===== src/rtl/fir_pkg.sv =====
package fir_pkg;

	// sample and coefficient geometry
	localparam int SAMPLE_W = 14;  // adc/dac sample width
	localparam int COEF_W = 18;    // one dsp multiplier port
	localparam int COEF_FRAC = 17; // q1.17, also the final acc shift
	localparam int TAPS_DEF = 8;

	// bus geometry
	localparam int AXI_DATA_W = 32;
	localparam int AXI_ADDR_W = 16;
	localparam int WORD_ADDR_W = AXI_ADDR_W - 2; // byte address minus lsbs

	typedef logic signed [SAMPLE_W-1:0] sample_t;
	typedef logic signed [COEF_W-1:0] coef_t;
	typedef logic signed [SAMPLE_W+COEF_W+3:0] acc_t; // 4 guard bits, 16 taps max
	typedef logic [AXI_DATA_W-1:0] word_t;
	typedef logic [WORD_ADDR_W-1:0] waddr_t;

	// register map, word addresses
	localparam waddr_t REG_ID = 14'd0;
	localparam waddr_t REG_VER = 14'd1;
	localparam waddr_t REG_TAPS = 14'd2;
	localparam waddr_t REG_FRAC = 14'd3;
	localparam waddr_t REG_CTRL = 14'd4;
	localparam waddr_t COEF_BASE = 14'd64; // coef k at COEF_BASE + k, write only

	// identity words, first char in the top byte
	localparam word_t ID_WORD = "FIR ";
	localparam word_t VER_WORD = "1.00";

endpackage


===== src/rtl/axil_slave.sv =====
`timescale 1ns/100ps

module axil_slave import fir_pkg::*; (
	input  logic                    S_AXI_ACLK,
	input  logic                    S_AXI_ARESETN,
	// write address and data
	input  logic [AXI_ADDR_W-1:0]   S_AXI_AWADDR,
	input  logic                    S_AXI_AWVALID,
	output logic                    S_AXI_AWREADY,
	input  logic [AXI_DATA_W-1:0]   S_AXI_WDATA,
	input  logic [AXI_DATA_W/8-1:0] S_AXI_WSTRB,
	input  logic                    S_AXI_WVALID,
	output logic                    S_AXI_WREADY,
	// write response
	output logic [1:0]              S_AXI_BRESP,
	output logic                    S_AXI_BVALID,
	input  logic                    S_AXI_BREADY,
	// read address and data
	input  logic [AXI_ADDR_W-1:0]   S_AXI_ARADDR,
	input  logic                    S_AXI_ARVALID,
	output logic                    S_AXI_ARREADY,
	output logic [AXI_DATA_W-1:0]   S_AXI_RDATA,
	output logic [1:0]              S_AXI_RRESP,
	output logic                    S_AXI_RVALID,
	input  logic                    S_AXI_RREADY,
	// register side
	output logic                    wr_stb,
	output waddr_t                  wr_addr,
	output word_t                   wr_data,
	output waddr_t                  rd_addr,
	input  word_t                   rd_data
);

	logic awready_q; // aw and w ready move together
	logic bvalid_q;
	logic arready_q;
	logic rvalid_q;
	word_t rdata_q;
	logic rd_en;

	// write side
	// one ready pulse per write, held off while a b response is waiting
	always_ff @(posedge S_AXI_ACLK) begin
		if (!S_AXI_ARESETN) begin
			awready_q <= 1'b0;
		end else begin
			awready_q <= !awready_q && S_AXI_AWVALID && S_AXI_WVALID && !bvalid_q;
		end
	end

	assign wr_stb = awready_q && S_AXI_AWVALID && S_AXI_WVALID; // handshake cycle
	assign wr_addr = S_AXI_AWADDR[AXI_ADDR_W-1:2]; // valid still held by master
	assign wr_data = S_AXI_WDATA; // whole word, strobes not honoured

	always_ff @(posedge S_AXI_ACLK) begin
		if (!S_AXI_ARESETN) begin
			bvalid_q <= 1'b0;
		end else if (wr_stb) begin
			bvalid_q <= 1'b1; // one cycle after handshake
		end else if (S_AXI_BREADY && bvalid_q) begin
			bvalid_q <= 1'b0;
		end
	end

	// read side
	always_ff @(posedge S_AXI_ACLK) begin
		if (!S_AXI_ARESETN) begin
			arready_q <= 1'b0;
		end else begin
			arready_q <= !arready_q && S_AXI_ARVALID && !rvalid_q; // no read over a pending r
		end
	end

	assign rd_en = arready_q && S_AXI_ARVALID;
	assign rd_addr = S_AXI_ARADDR[AXI_ADDR_W-1:2];

	always_ff @(posedge S_AXI_ACLK) begin
		if (!S_AXI_ARESETN) begin
			rvalid_q <= 1'b0;
		end else if (rd_en) begin
			rvalid_q <= 1'b1;
		end else if (rvalid_q && S_AXI_RREADY) begin
			rvalid_q <= 1'b0;
		end
	end

	// capture decode result at accept
	always_ff @(posedge S_AXI_ACLK) begin
		if (rd_en) begin
			rdata_q <= rd_data;
		end
	end

	assign S_AXI_AWREADY = awready_q;
	assign S_AXI_WREADY = awready_q;
	assign S_AXI_BVALID = bvalid_q;
	assign S_AXI_BRESP = 2'b00; // always okay
	assign S_AXI_ARREADY = arready_q;
	assign S_AXI_RVALID = rvalid_q;
	assign S_AXI_RDATA = rdata_q;
	assign S_AXI_RRESP = 2'b00;

endmodule


===== src/rtl/coef_bank.sv =====
`timescale 1ns/100ps

module coef_bank import fir_pkg::*; #(
	parameter int TAPS = TAPS_DEF
) (
	input  logic                    S_AXI_ACLK,
	// write port from register map
	input  logic                    cw_en,
	input  logic [$clog2(TAPS)-1:0] cw_idx,
	input  coef_t                   cw_data,
	// read port to mac
	input  logic [$clog2(TAPS)-1:0] cr_idx,
	output coef_t                   cr_data
);

	coef_t mem [TAPS]; // small enough for lut ram

	always_ff @(posedge S_AXI_ACLK) begin
		if (cw_en) begin
			mem[cw_idx] <= cw_data;
		end
	end

	// registered read, one cycle latency
	always_ff @(posedge S_AXI_ACLK) begin
		cr_data <= mem[cr_idx];
	end

endmodule


===== src/rtl/fir_axil_top.sv =====
`timescale 1ns/100ps

module fir_axil_top import fir_pkg::*; #(
	parameter int TAPS = TAPS_DEF // 2 to 16
) (
	input  logic                    S_AXI_ACLK,
	input  logic                    S_AXI_ARESETN,
	input  logic [AXI_ADDR_W-1:0]   S_AXI_AWADDR,
	input  logic                    S_AXI_AWVALID,
	output logic                    S_AXI_AWREADY,
	input  logic [AXI_DATA_W-1:0]   S_AXI_WDATA,
	input  logic [AXI_DATA_W/8-1:0] S_AXI_WSTRB,
	input  logic                    S_AXI_WVALID,
	output logic                    S_AXI_WREADY,
	output logic [1:0]              S_AXI_BRESP,
	output logic                    S_AXI_BVALID,
	input  logic                    S_AXI_BREADY,
	input  logic [AXI_ADDR_W-1:0]   S_AXI_ARADDR,
	input  logic                    S_AXI_ARVALID,
	output logic                    S_AXI_ARREADY,
	output logic [AXI_DATA_W-1:0]   S_AXI_RDATA,
	output logic [1:0]              S_AXI_RRESP,
	output logic                    S_AXI_RVALID,
	input  logic                    S_AXI_RREADY,
	// sample stream
	input  sample_t                 sample_in,
	input  logic                    sample_valid,
	output logic                    sample_ready,
	output sample_t                 out_data,
	output logic                    out_valid,
	output logic [7:0]              leds
);

	logic wr_stb;
	waddr_t wr_addr;
	word_t wr_data;
	waddr_t rd_addr;
	word_t rd_data;
	logic cw_en;
	logic [$clog2(TAPS)-1:0] cw_idx;
	coef_t cw_data;
	logic [$clog2(TAPS)-1:0] cr_idx;
	coef_t cr_data;
	logic filt_en;

	axil_slave u_axil (.*);

	fir_regs #(.TAPS(TAPS)) u_regs (.*); // map decode, control, coef routing

	coef_bank #(.TAPS(TAPS)) u_bank (.*);

	fir_mac #(.TAPS(TAPS)) u_mac (.*);

endmodule


===== src/rtl/fir_mac.sv =====
`timescale 1ns/100ps

module fir_mac import fir_pkg::*; #(
	parameter int TAPS = TAPS_DEF
) (
	input  logic                    S_AXI_ACLK,
	input  logic                    S_AXI_ARESETN,
	// sample stream
	input  sample_t                 sample_in,
	input  logic                    sample_valid,
	output logic                    sample_ready,
	output sample_t                 out_data,
	output logic                    out_valid,
	// control and coef bank
	input  logic                    filt_en,
	output logic [$clog2(TAPS)-1:0] cr_idx,
	input  coef_t                   cr_data
);

	localparam int IDX_W = $clog2(TAPS);

	typedef enum logic [1:0] {
		IDLE,
		RUN,   // stepping through coef reads
		DRAIN  // last product and output load
	} mac_state_t;

	mac_state_t state;
	sample_t dline [TAPS]; // dline[k] is x[n-k]
	logic accept;
	logic rd_vld;           // cr_data valid this cycle
	logic [IDX_W-1:0] k_d;  // tap index matching cr_data
	acc_t acc;
	acc_t prod;

	assign sample_ready = (state == IDLE); // one sample in flight at most
	assign accept = sample_valid && sample_ready;

	// delay line, shifts on every accept, bypass included
	always_ff @(posedge S_AXI_ACLK) begin
		if (!S_AXI_ARESETN) begin
			for (int i = 0; i < TAPS; i++) begin
				dline[i] <= '0;
			end
		end else if (accept) begin
			dline[0] <= sample_in;
			for (int i = 1; i < TAPS; i++) begin
				dline[i] <= dline[i-1];
			end
		end
	end

	// sequencer
	always_ff @(posedge S_AXI_ACLK) begin
		if (!S_AXI_ARESETN) begin
			state <= IDLE;
			cr_idx <= '0;
			rd_vld <= 1'b0;
			out_valid <= 1'b0;
		end else begin
			out_valid <= 1'b0; // single cycle pulse
			rd_vld <= (state == RUN); // bank read latency
			case (state)
				IDLE: begin
					if (accept) begin
						cr_idx <= '0;
						if (filt_en) begin
							state <= RUN;
						end else begin
							out_valid <= 1'b1; // bypass, next cycle
						end
					end
				end
				RUN: begin
					if (cr_idx == IDX_W'(TAPS - 1)) begin
						cr_idx <= '0;
						state <= DRAIN;
					end else begin
						cr_idx <= cr_idx + 1'b1;
					end
				end
				DRAIN: begin
					if (!rd_vld) begin // last product already in acc
						out_valid <= 1'b1;
						state <= IDLE;
					end
				end
				default: state <= IDLE;
			endcase
		end
	end

	// datapath
	assign prod = acc_t'(cr_data) * acc_t'(dline[k_d]); // full precision, sign extended

	always_ff @(posedge S_AXI_ACLK) begin
		k_d <= cr_idx;
		if (accept) begin
			acc <= '0;
		end else if (rd_vld) begin
			acc <= acc + prod;
		end
	end

	// output register, q-shift then wrap to sample width
	always_ff @(posedge S_AXI_ACLK) begin
		if (accept && !filt_en) begin
			out_data <= sample_in;
		end else if (state == DRAIN && !rd_vld) begin
			out_data <= acc[COEF_FRAC +: SAMPLE_W];
		end
	end

endmodule


===== src/rtl/fir_regs.sv =====
`timescale 1ns/100ps

module fir_regs import fir_pkg::*; #(
	parameter int TAPS = TAPS_DEF
) (
	input  logic                    S_AXI_ACLK,
	input  logic                    S_AXI_ARESETN,
	// from bus engine
	input  logic                    wr_stb,
	input  waddr_t                  wr_addr,
	input  word_t                   wr_data,
	input  waddr_t                  rd_addr,
	output word_t                   rd_data,
	// coefficient write port
	output logic                    cw_en,
	output logic [$clog2(TAPS)-1:0] cw_idx,
	output coef_t                   cw_data,
	// control outputs
	output logic                    filt_en,
	output logic [7:0]              leds
);

	localparam int IDX_W = $clog2(TAPS);
	localparam waddr_t COEF_END = COEF_BASE + waddr_t'(TAPS); // first address past the bank

	word_t ctrl_q; // bit 0 filter enable, 15:8 leds
	waddr_t coef_off;
	logic in_coef;

	// control register
	always_ff @(posedge S_AXI_ACLK) begin
		if (!S_AXI_ARESETN) begin
			ctrl_q <= '0;
		end else if (wr_stb && wr_addr == REG_CTRL) begin
			ctrl_q <= wr_data;
		end
	end

	assign filt_en = ctrl_q[0];
	assign leds = ctrl_q[15:8];

	// coefficient window decode
	assign in_coef = (wr_addr >= COEF_BASE) && (wr_addr < COEF_END);
	assign coef_off = wr_addr - COEF_BASE;

	assign cw_en = wr_stb && in_coef; // bank writes on the strobe edge
	assign cw_idx = coef_off[IDX_W-1:0];
	// sign from bit 31, magnitude from the low bits
	assign cw_data = {wr_data[AXI_DATA_W-1], wr_data[COEF_W-2:0]};

	// read mux
	always_comb begin
		case (rd_addr)
			REG_ID:   rd_data = ID_WORD;
			REG_VER:  rd_data = VER_WORD;
			REG_TAPS: rd_data = word_t'(TAPS);
			REG_FRAC: rd_data = word_t'(COEF_FRAC);
			REG_CTRL: rd_data = ctrl_q;
			default:  rd_data = '0; // coef window reads back zero too
		endcase
	end

endmodule


===== config.mk =====
export PLATFORM = sky130hd
export DESIGN_NAME = fir_axil_top
export DESIGN_NICKNAME = d
export VERILOG_FILES = /design/src/rtl/fir_pkg.sv /design/src/rtl/axil_slave.sv /design/src/rtl/coef_bank.sv /design/src/rtl/fir_axil_top.sv /design/src/rtl/fir_mac.sv /design/src/rtl/fir_regs.sv
export SDC_FILE = /design/constraint.sdc
export NUM_CORES = 1
export LEC_CHECK = 0
export BUFFER_PORTS_ARGS = -buffer_cell sky130_fd_sc_hd__clkbuf_2
export CORE_MARGIN = 2
export CORE_UTILIZATION = 56
export CTS_CLUSTER_SIZE = 28
export DETAILED_ROUTE_END_ITERATION = 10
export GPL_ROUTABILITY_DRIVEN = 1
export PLACE_DENSITY = 0.77
export SLEW_MARGIN = 20
export SYNTH_ARGS = -nofsm -noshare
export SYNTH_HDL_FRONTEND = slang
export SYNTH_SLANG_ARGS = --single-unit

===== constraint.sdc =====
create_clock -name S_AXI_ACLK -period 8.87 [get_ports S_AXI_ACLK]
set_input_delay 0.887 -clock S_AXI_ACLK [delete_from_list [all_inputs] [get_ports S_AXI_ACLK]]
set_output_delay 0.887 -clock S_AXI_ACLK [all_outputs]
set_load 0.01 [all_outputs]

==> flow_metrics.env, run 1 <==
export IMPL_rr_endpoint="u_mac.acc[30]"
export IMPL_ys_seq_area_share_pct=41.7
export IMPL_fmax_ghz=0.113
export IMPL_final_area_mm2=0.0304
export IMPL_start_kind="flop"
export IMPL_rsz0062_at_grt="true"
export IMPL_dr_pass1_iters=5
export IMPL_grt_overflow_total=0
export IMPL_yosysWarnings=0
export IMPL_cts_root_buf="clkbuf_16"
export IMPL_p_per_area_mw_per_mm2=237
export IMPL_dpl_cell_area_mm2=0.0286
export IMPL_layout_min_cycle_time_ns=8.84
export IMPL_min_from="u_mac.cr_idx[0]"
export IMPL_final_nets=2911
export IMPL_core_mm2=0.0465
export IMPL_h_tree_depth=2
export IMPL_endpoint_kind="flop"
export IMPL_crit_path_max_incr_delay_ns=0.51
export IMPL_grt_max_degree=96
export IMPL_synth_distinct_cells=71
export IMPL_fin_util_pct=65.4
export IMPL_ios=155
export IMPL_cts_clk_slew_worst_paths_ns=0.06
export IMPL_worstSkewPairLatency_ns=0.56
export IMPL_worstHoldPathType="reg -> reg"
export IMPL_maxCapViolations=0
export IMPL_die_w_um=221
export IMPL_total_leakage_power_nw=13.1
export IMPL_max_slew_margin_pct=36.7
export IMPL_required_ns=9.35
export IMPL_num_vias=17566
export IMPL_ys_ff_latch=397
export IMPL_critPathMaxFanout=6
export IMPL_r2r_setup_slack_ns=0.03
export IMPL_placed_cells_incl_taps=3017
export IMPL_setup_viol=0
export IMPL_area_growth_pct=15.4
export IMPL_slowest_stage="mux4_2"
export IMPL_hold_depth=0
export IMPL_port_buffers=142
export IMPL_stdcell_count=3113
export IMPL_drive_gt1_share_pct=21.7
export IMPL_dp_hpwl_um=42900
export IMPL_status="complete, no violations"
export IMPL_vias_per_cell=5.64
export IMPL_synthFlopType="edfxtp_1"
export IMPL_cts_buffer_depth=3
export IMPL_arrival_ns=9.32
export IMPL_worstRegToRegCells=39
export IMPL_grt_pass1_wl_um=96300
export IMPL_start_util_pct=56.7
export IMPL_tightest_slew_ns=0.925
export IMPL_antenna_found_initial=1
export IMPL_synth_area_per_cell_um2=11.8
export IMPL_slew_viol_final=0
export IMPL_fin_worst_skew_ns=0.0244
export IMPL_max_vdd_ir_drop_v=0.000203
export IMPL_die_h_um=221
export IMPL_drt_iter0_drc=1088
export IMPL_post_route_period_util_pct=99.7
export IMPL_final_antenna_net_count=0
export IMPL_grt_pass1_vias=18823
export IMPL_diodes=0
export IMPL_critPathKind="reg -> reg"
export IMPL_synthArstFlopShare_pct=0
export IMPL_groute_usage_overall_pct=24.8
export IMPL_final_hold_viol_count=0
export IMPL_synth_area_mm2=0.0263
export IMPL_dieArea_mm2=0.0488
export IMPL_gp_congestion=0.901
export IMPL_synth_edff_count=302
export IMPL_cts_made_buffers=40
export IMPL_syn_inst=2232
export IMPL_rows=79
export IMPL_route_detailed_drc=0
export IMPL_hold_buffers=0
export IMPL_cts_tree="yes"
export IMPL_wl_um=60400
export IMPL_wl_per_cell_um=19.4
export IMPL_cts_sinks=397
[layer usage]
metal | track usage (%) | up-vias | routed length [µm]
met5 | 0 | - | 12
met4 | 9.18 | 2 | 1950
met3 | 5.31 | 122 | 4070
met2 | 42.2 | 564 | 30600
met1 | 31.4 | 8894 | 23800
li1 | - | 7984 | -
[critical path, delay by kind of cell (launching register included)]
| kind | cells | cell delay, ns |
|---|---|---|
| adders and majority gates | 8 | 3.40 |
| and+or+nand+nor | 9 | 1.55 |
| muxes | 2 | 0.67 |
| buffers and inverters | 11 | 1.06 |
| xor gates and xnor gates | 2 | 0.29 |
| AOI/OAI and AO/OA | 7 | 1.38 |
| DFF | 1 | 0.38 |
[state kept, by name, summed over array words and instances (netlist names), 2 cells and up, named ones only]
| signal | flops |
|---|---|
| u_regs.ctrl_q | 32 |
| u_mac.cr_idx | 3 |
| u_mac.dline | 112 |
| u_mac.out_data | 14 |
| u_axil.S_AXI_RDATA | 32 |
| u_mac.acc | 31 |
| u_mac.state | 2 |
| u_bank.mem | 144 |
| u_bank.cr_data | 18 |
[kinds of logic (layout without fill, tap and decap cells)]
| kind of cell | count (synthesis) | after routing | synth area share [%] |
|---|---|---|---|
| AO/OA/AOI/OAI | 209 | 209 | 5.39 |
| XOR/XNOR | 56 | 56 | 1.92 |
| adder cells (fa/ha/maj) | 346 | 346 | 23.3 |
| buffers and inverters | 409 | 680 | 6.05 |
| flip-flops | 397 | 397 | 41.7 |
| multiplexers | 130 | 130 | 8.33 |
| other | 1 | 4 | 0.0142 |
| AND/OR/NAND/NOR | 684 | 684 | 13.4 |
[what timing repair did]
item / 4_1_cts / 5_1_grt
cloned: 0 / 1
buffers inserted: 4 / 18
gates resized for setup: 13 / 71
pin swaps: 10 / 58
setup endpoints to repair: 3 / 11
[synth_stat cells (all sizes together) (27+ instances only)]
| library cell | number | area share [%] |
|---|---|---|
| edfxtp | 302 | 34 |
| inv | 299 | 4.3 |
| fa | 239 | 18 |
| nand2 | 216 | 3.1 |
| ha | 107 | 5.1 |
| dfxtp | 95 | 7.2 |
| nor2b | 94 | 2.2 |
| and3 | 93 | 2.2 |
| nor2 | 87 | 1.2 |
| and2 | 85 | 2.0 |
| clkbuf | 83 | 1.2 |
| mux4 | 64 | 5.6 |
| a21oi | 47 | 0.89 |
| mux2 | 39 | 1.7 |
| xnor2 | 38 | 1.3 |
| a21boi | 34 | 0.97 |
| nand2b | 28 | 0.67 |
| mux2i | 27 | 1.1 |
| o21ai | 27 | 0.51 |
[metrics by stage]
step	worst slack (ns)	setup TNS (ns)	power, W	hold slack [ns]
3_5_place_dp	-0.220	-0.220	0.00522	0.430
3_3_place_gp	-0.0702	-0.0702	0.00509	0.418
5_1_grt	-0.356	-0.524	0.00766	0.452
4_1_cts	-0.0314	-0.0314	0.00692	0.440
2_1_floorplan	0.0866	0	0.00406	0.353
6_report	0.0255	0	0.00721	0.440
[power breakdown]
| part | leakage (nW) | switching, W | internal, W | total (W) |
|---|---|---|---|---|
| clock network | 0.599 | 0.000693 | 0.000922 | 0.00162 |
| logic | 8.77 | 0.00185 | 0.00169 | 0.00354 |
| registers | 3.77 | 0.0000183 | 0.00204 | 0.00206 |
| total | 13.1 | 0.00256 | 0.00465 | 0.00721 |
[layout by cell type, fill, tap and decap left out, types with 9 or more instances in the layout]
cell type,instances
clkbuf_2,141
inv_1,299
o21ai_0,21
ha_1,98
clkbuf_16,41
mux2_2,35
edfxtp_1,302
and2_1,84
fa_1,236
or2_2,9
and3_1,91
xnor2_1,36
nand2_1,214
nand2b_1,27
a21boi_0,34
nand3_1,15
o21a_1,11
nor2_1,82
buf_4,150
nor2b_1,92
a21oi_1,37
o21bai_1,9
dfxtp_1,92
mux4_2,60
nor3_1,12
a21o_1,26
mux2i_1,22
xor2_1,16
clkbuf_1,15
a21oi_2,9
[cell type report]
| cell class | instances | area (µm²) |
|---|---|---|
| fillers | 3362 | 16100 |
| repair buffers | 307 | 2100 |
| clock buffers | 61 | 1140 |
| multi-input cells | 1429 | 14200 |
| well taps | 607 | 759 |
| flip-flops and latches | 397 | 11000 |
| clock inverters | 12 | 113 |
| inverters | 300 | 1130 |
[worst max path at each step]
stage          depth (start not counted)  slack, ns             to
2_1_floorplan                         34       0.09  u_mac.acc[30]
3_3_place_gp                          37      -0.07  u_mac.acc[30]
3_5_place_dp                          36      -0.22  u_mac.acc[30]
4_1_cts                               39      -0.03  u_mac.acc[30]
5_1_grt                               38      -0.36  u_mac.acc[30]
6_report                              39       0.03  u_mac.acc[30]
Note: power is estimated with default switching activity, not from simulation.
==> inputs of run 2 (changes only) <==
--- a/config.mk
+++ b/config.mk
@@ -5,13 +5,12 @@
 export SDC_FILE = /design/constraint.sdc
 export NUM_CORES = 1
 export LEC_CHECK = 0
-export BUFFER_PORTS_ARGS = -buffer_cell sky130_fd_sc_hd__clkbuf_2
-export CORE_MARGIN = 2
-export CORE_UTILIZATION = 56
+export CORE_UTILIZATION = 59
 export CTS_CLUSTER_SIZE = 28
 export DETAILED_ROUTE_END_ITERATION = 10
+export DONT_BUFFER_PORTS = 1
 export GPL_ROUTABILITY_DRIVEN = 1
-export PLACE_DENSITY = 0.77
+export PLACE_DENSITY = 0.78
 export SLEW_MARGIN = 20
 export SYNTH_ARGS = -nofsm -noshare
 export SYNTH_HDL_FRONTEND = slang
==> flow_metrics.env, run 2 (synthesized netlist as in run 1, its figures left out) <==
export IMPL_critPathMaxFanout=11
export IMPL_post_route_period_util_pct=98.5
export IMPL_ios=155
export IMPL_cts_clk_slew_worst_paths_ns=0.07
export IMPL_final_nets=2781
export IMPL_setup_viol=0
export IMPL_final_antenna_net_count=0
export IMPL_die_h_um=213
export IMPL_power_sequential_fraction_pct=28.3
export IMPL_largest_register="u_bank.mem"
export IMPL_dpl_cell_area_mm2=0.0278
export IMPL_rows=77
export IMPL_max_vdd_ir_drop_v=0.000211
export IMPL_multi_input_area_mm2=0.0142
export IMPL_crit_path_max_incr_delay_ns=0.52
export IMPL_grt_pass1_wl_um=94700
export IMPL_port_buffers=0
export IMPL_crit_path_frequent_cell="fa_1"
export IMPL_endpoint_kind="flop"
export IMPL_route_detailed_drc=0
export IMPL_final_area_mm2=0.0300
export IMPL_gp_congestion=0.911
export IMPL_grt_max_degree=157
export IMPL_fin_worst_skew_ns=0.0248
export IMPL_critPathKind="reg -> reg"
export IMPL_drive_gt1_share_pct=18.5
export IMPL_most_common_layout_cells="edfxtp_1 (302), inv_1 (295), fa_1 (235)"
export IMPL_largest_reg_flops=144
export IMPL_cts_made_buffers=41
export IMPL_wl_um=61200
export IMPL_groute_usage_overall_pct=27.2
export IMPL_reg_top3="u_bank.mem (144), u_mac.dline (112)"
export IMPL_cts_root_buf="clkbuf_16"
export IMPL_cts_buffer_depth=3
export IMPL_maxCapViolations=0
export IMPL_dp_hpwl_um=42100
export IMPL_min_from="S_AXI_WDATA[8]"
export IMPL_max_slew_margin_pct=23.8
export IMPL_area_growth_pct=14.0
export IMPL_drt_iter0_drc=1266
export IMPL_rsz0062_at_grt="true"
export IMPL_p_clk_share_pct=24.2
export IMPL_holdPathEnd="u_bank.mem[0][8]"
export IMPL_pre_cts_slack_ns=-0.186
export IMPL_met3_usage_pct=5.47
export IMPL_total_leakage_power_nw=12.7
export IMPL_fin_ws_ns=0.129
export IMPL_grt_overflow_total=0
export IMPL_rr_endpoint="u_mac.acc[30]"
export IMPL_swShare_pct=35.1
export IMPL_num_vias=17383
export IMPL_required_ns=9.36
export IMPL_p_switching_w=0.00257
export IMPL_tightest_slew_ns=1.14
export IMPL_comb_power_share_pct=47.6
export IMPL_layout_min_cycle_time_ns=8.74
export IMPL_core_mm2=0.0441
export IMPL_mostFrequentLayoutCell="edfxtp_1"
export IMPL_h_tree_depth=2
export IMPL_arrival_ns=9.23
export IMPL_dieArea_mm2=0.0455
export IMPL_grt_util_met2_pct=46.9
export IMPL_vias_per_cell=5.85
export IMPL_cts_sinks=397
export IMPL_grt_pass1_vias=18181
export IMPL_grtUsageMet1_pct=33.4
export IMPL_internal_power_w=0.00474
export IMPL_worstHoldPathType="in -> reg"
export IMPL_cts_tree="yes"
export IMPL_register_area_mm2=0.0110
export IMPL_dr_pass1_iters=5
export IMPL_hold_depth=0
export IMPL_die_w_um=213
export IMPL_final_hold_viol_count=0
export IMPL_antenna_found_initial=2
export IMPL_status="complete, no violations"
export IMPL_slew_viol_final=0
export IMPL_fmax_ghz=0.114
export IMPL_wl_per_cell_um=20.6
export IMPL_r2r_setup_slack_ns=0.13
export IMPL_slowest_stage="fa_1"
export IMPL_p_per_area_mw_per_mm2=243
export IMPL_grt_busiest_layer="met2"
export IMPL_fill_cells=3048
export IMPL_worstRegToRegCells=32
export IMPL_worstSkewPairLatency_ns=0.57
export IMPL_start_util_pct=59.7
export IMPL_start_kind="flop"
run 2: cell count changes in the layout (fill, tap and decap cells not counted), sizes merged:
cell	delta
diode	+1
buf	+10
inv	+1
clkbuf	-140
clkinvlp	-2
bufinv	+3
run 2: how the worst max path moves through the flow:
stage | startpoint | endpoint | slack, ns
after global routing | flop | u_mac.acc[30] | -0.16
after floorplan | flop | u_mac.acc[30] | 0.09
after global placement | flop | u_mac.acc[30] | -0.04
after detailed placement | flop | u_mac.acc[30] | -0.19
after CTS | flop | u_mac.acc[30] | 0.003
final | flop | u_mac.acc[30] | 0.13
run 2: power by group through the flow:
stage	clock [W]	sequential [W]	combinational (W)
floorplan	0	0.00209	0.00197
global placement	0	0.00210	0.00293
detailed placement	0	0.00210	0.00303
CTS	0.00178	0.00206	0.00312
global route	0.00186	0.00207	0.00380
finish	0.00177	0.00206	0.00347
run 2: metrics by stage:
stage / utilization, % / instances / setup TNS [ns] / total power, W / hold slack [ns]
5_1_grt: 68.0 / 2970 / -0.289 / 0.00773 / 0.397
6_report: 68.0 / 2971 / 0 / 0.00730 / 0.410
3_3_place_gp: 63.0 / 2864 / -0.0418 / 0.00503 / 0.445
3_5_place_dp: 63.0 / 2864 / -0.215 / 0.00513 / 0.453
2_1_floorplan: - / 2235 / 0 / 0.00406 / 0.353
4_1_cts: 66.5 / 2944 / 0 / 0.00697 / 0.394
run 2: area by class of cell:
type | count | share of cell area [%]
clock buffer | 62 | 3.95
antenna | 1 | 0.00834
multi-input combinational | 1429 | 47.4
clock inverter | 14 | 0.696
inverter | 300 | 3.75
timing repair buffer | 176 | 5.14
tap | 592 | 2.47
sequential | 397 | 36.6
run 2: per-layer routing:
layer	wire, µm	share of wire [%]
met5	13	0.021
met1	23400	38
met3	4270	7.0
met4	2650	4.3
met2	30900	50
run 2: repair_timing:
action | CTS | global route
gates cloned | 0 | 1
pin swaps | 8 | 71
buffers inserted | 4 | 26
hold buffers | 0 | 0
endpoints found under the setup margin | 3 | 8
resized for setup | 19 | 112
run 2: worst max-delay path: cells and delay by family, from the launching register on:
| family | cells | cell delay, ns |
|---|---|---|
| mux | 2 | 0.82 |
| compound gates | 8 | 1.80 |
| simple gates | 2 | 0.44 |
| fa+ha+maj | 8 | 3.63 |
| buf+inv | 10 | 1.11 |
| xor+xnor | 2 | 0.45 |
| flops | 1 | 0.39 |
==> inputs of run 3 (changes only) <==
--- a/config.mk
+++ b/config.mk
@@ -5,12 +5,12 @@
 export SDC_FILE = /design/constraint.sdc
 export NUM_CORES = 1
 export LEC_CHECK = 0
-export CORE_UTILIZATION = 59
+export BUFFER_PORTS_ARGS = -buffer_cell sky130_fd_sc_hd__clkbuf_2
+export CORE_UTILIZATION = 56
 export CTS_CLUSTER_SIZE = 28
 export DETAILED_ROUTE_END_ITERATION = 10
-export DONT_BUFFER_PORTS = 1
 export GPL_ROUTABILITY_DRIVEN = 1
-export PLACE_DENSITY = 0.78
+export PLACE_DENSITY = 0.77
 export SLEW_MARGIN = 20
 export SYNTH_ARGS = -nofsm -noshare
 export SYNTH_HDL_FRONTEND = slang
==> flow_metrics.env, run 3 (synthesized netlist as in run 1, its figures left out) <==
export IMPL_critPathKind="reg -> reg"
export IMPL_worstHoldPathType="reg -> reg"
export IMPL_crit_path_max_incr_delay_ns=0.55
export IMPL_cts_buffer_depth=3
export IMPL_arrival_ns=9.20
export IMPL_endpoint_kind="flop"
export IMPL_start_kind="flop"
export IMPL_route_detailed_drc=0
export IMPL_maxCapViolations=0
export IMPL_slew_viol_final=0
export IMPL_final_nets=2897
export IMPL_tightest_slew_ns=1.08
export IMPL_cts_clk_slew_worst_paths_ns=0.06
export IMPL_max_vdd_ir_drop_v=0.000191
export IMPL_wl_um=61400
export IMPL_dp_hpwl_um=43100
export IMPL_reg_top3="u_bank.mem (144), u_mac.dline (112)"
export IMPL_fin_util_pct=65.4
export IMPL_num_vias=17870
export IMPL_post_route_period_util_pct=98.2
export IMPL_dr_pass1_iters=5
export IMPL_drive_gt1_share_pct=21.9
export IMPL_cts_tree="yes"
export IMPL_slowest_stage="fa_1"
export IMPL_final_antenna_net_count=0
export IMPL_h_tree_depth=2
export IMPL_ios=155
export IMPL_required_ns=9.36
export IMPL_worstSkewPairLatency_ns=0.57
export IMPL_dpl_cell_area_mm2=0.0284
export IMPL_grt_pass1_vias=18737
export IMPL_fmax_ghz=0.115
export IMPL_most_common_layout_cells="edfxtp_1 (302), inv_1 (294), fa_1 (236)"
export IMPL_total_leakage_power_nw=13.2
export IMPL_groute_usage_overall_pct=26.0
export IMPL_drt_iter0_drc=1361
export IMPL_cts_made_buffers=40
export IMPL_setup_viol=0
export IMPL_die_h_um=219
export IMPL_wl_per_cell_um=19.8
export IMPL_die_w_um=219
export IMPL_final_area_mm2=0.0304
export IMPL_port_buffers=142
export IMPL_dieArea_mm2=0.0479
export IMPL_p_per_area_mw_per_mm2=240
export IMPL_rows=79
export IMPL_crit_path_frequent_cell="fa_1"
export IMPL_hold_ws_ns=0.433
export IMPL_largest_register="u_bank.mem"
export IMPL_cts_root_buf="clkbuf_16"
export IMPL_antenna_found_initial=1
export IMPL_start_util_pct=56.7
export IMPL_rsz0062_at_grt="true"
export IMPL_gp_congestion=0.932
export IMPL_setup_tns_final_ns=0
export IMPL_max_slew_margin_pct=28.1
export IMPL_path_buf_inv=8
export IMPL_cts_sinks=397
export IMPL_fin_worst_skew_ns=0.0350
export IMPL_layout_min_cycle_time_ns=8.71
export IMPL_mostFrequentLayoutCell="edfxtp_1"
export IMPL_critPathMaxFanout=11
export IMPL_core_mm2=0.0465
export IMPL_grt_pass1_wl_um=96200
export IMPL_critical_path_top_delay_family="adder cells"
export IMPL_status="complete, no violations"
export IMPL_diodes=0
export IMPL_grt_max_degree=134
export IMPL_largest_reg_flops=144
export IMPL_vias_per_cell=5.77
export IMPL_area_growth_pct=15.4
export IMPL_final_hold_viol_count=0
export IMPL_grt_overflow_total=0
==> run 3: routing by layer <==
| metal | track usage, % | share of wire [%] | vias to the layer above |
|---|---|---|---|
| met1 | 31.9 | 38 | 9054 |
| met2 | 44.4 | 51 | 703 |
| met3 | 5.25 | 7.0 | 155 |
| met4 | 11.3 | 3.8 | 0 |
| met5 | 0 | 0 | - |
| li1 | - | - | 7958 |
==> run 3: power by group <==
| group | internal, W | total (W) | switching [W] | leakage, nW |
|---|---|---|---|---|
| Combinational | 0.00167 | 0.00351 | 0.00184 | 8.73 |
| Sequential | 0.00204 | 0.00206 | 0.0000188 | 3.77 |
| Clock | 0.00102 | 0.00173 | 0.000709 | 0.661 |
| Total | 0.00473 | 0.00730 | 0.00257 | 13.2 |
==> run 3: layout make-up <==
cell class | instances | area, µm²
clock buffer | 54 | 1090
clock inverter | 19 | 250
fill | 3350 | 16100
inverter | 300 | 1130
multi-input combinational | 1429 | 14200
sequential | 397 | 11000
tap | 607 | 759
timing repair buffer | 293 | 1990
==> run 3: path summary, 6_finish.rpt <==
check / from / to / slack (ns) / depth (start not counted)
worst max-delay path: flop / u_mac.acc[30] / 0.16 / 33
worst min-delay path: u_axil.S_AXI_BVALID / u_axil.S_AXI_AWREADY / 0.43 / 1
worst max register to register: flop / u_mac.acc[30] / 0.16 / 33
worst min register to register: u_axil.S_AXI_BVALID / u_axil.S_AXI_AWREADY / 0.43 / 1
==> run 3: through the flow <==
stage	total power, W	instances	worst slack, ns
after global placement	0.00507	3003	-0.0779
after detailed placement	0.00520	3003	-0.364
after floorplan	0.00406	2235	0.0866
final	0.00730	3099	0.161
after global routing	0.00772	3099	-0.138
after CTS	0.00698	3077	0.00120
==> run 3: repair_timing <==
action	4_1_cts	5_1_grt
endpoints found under the setup margin	4	10
hold buffers	0	0
buffers inserted	1	24
pin swaps	7	57
resized for setup	17	78
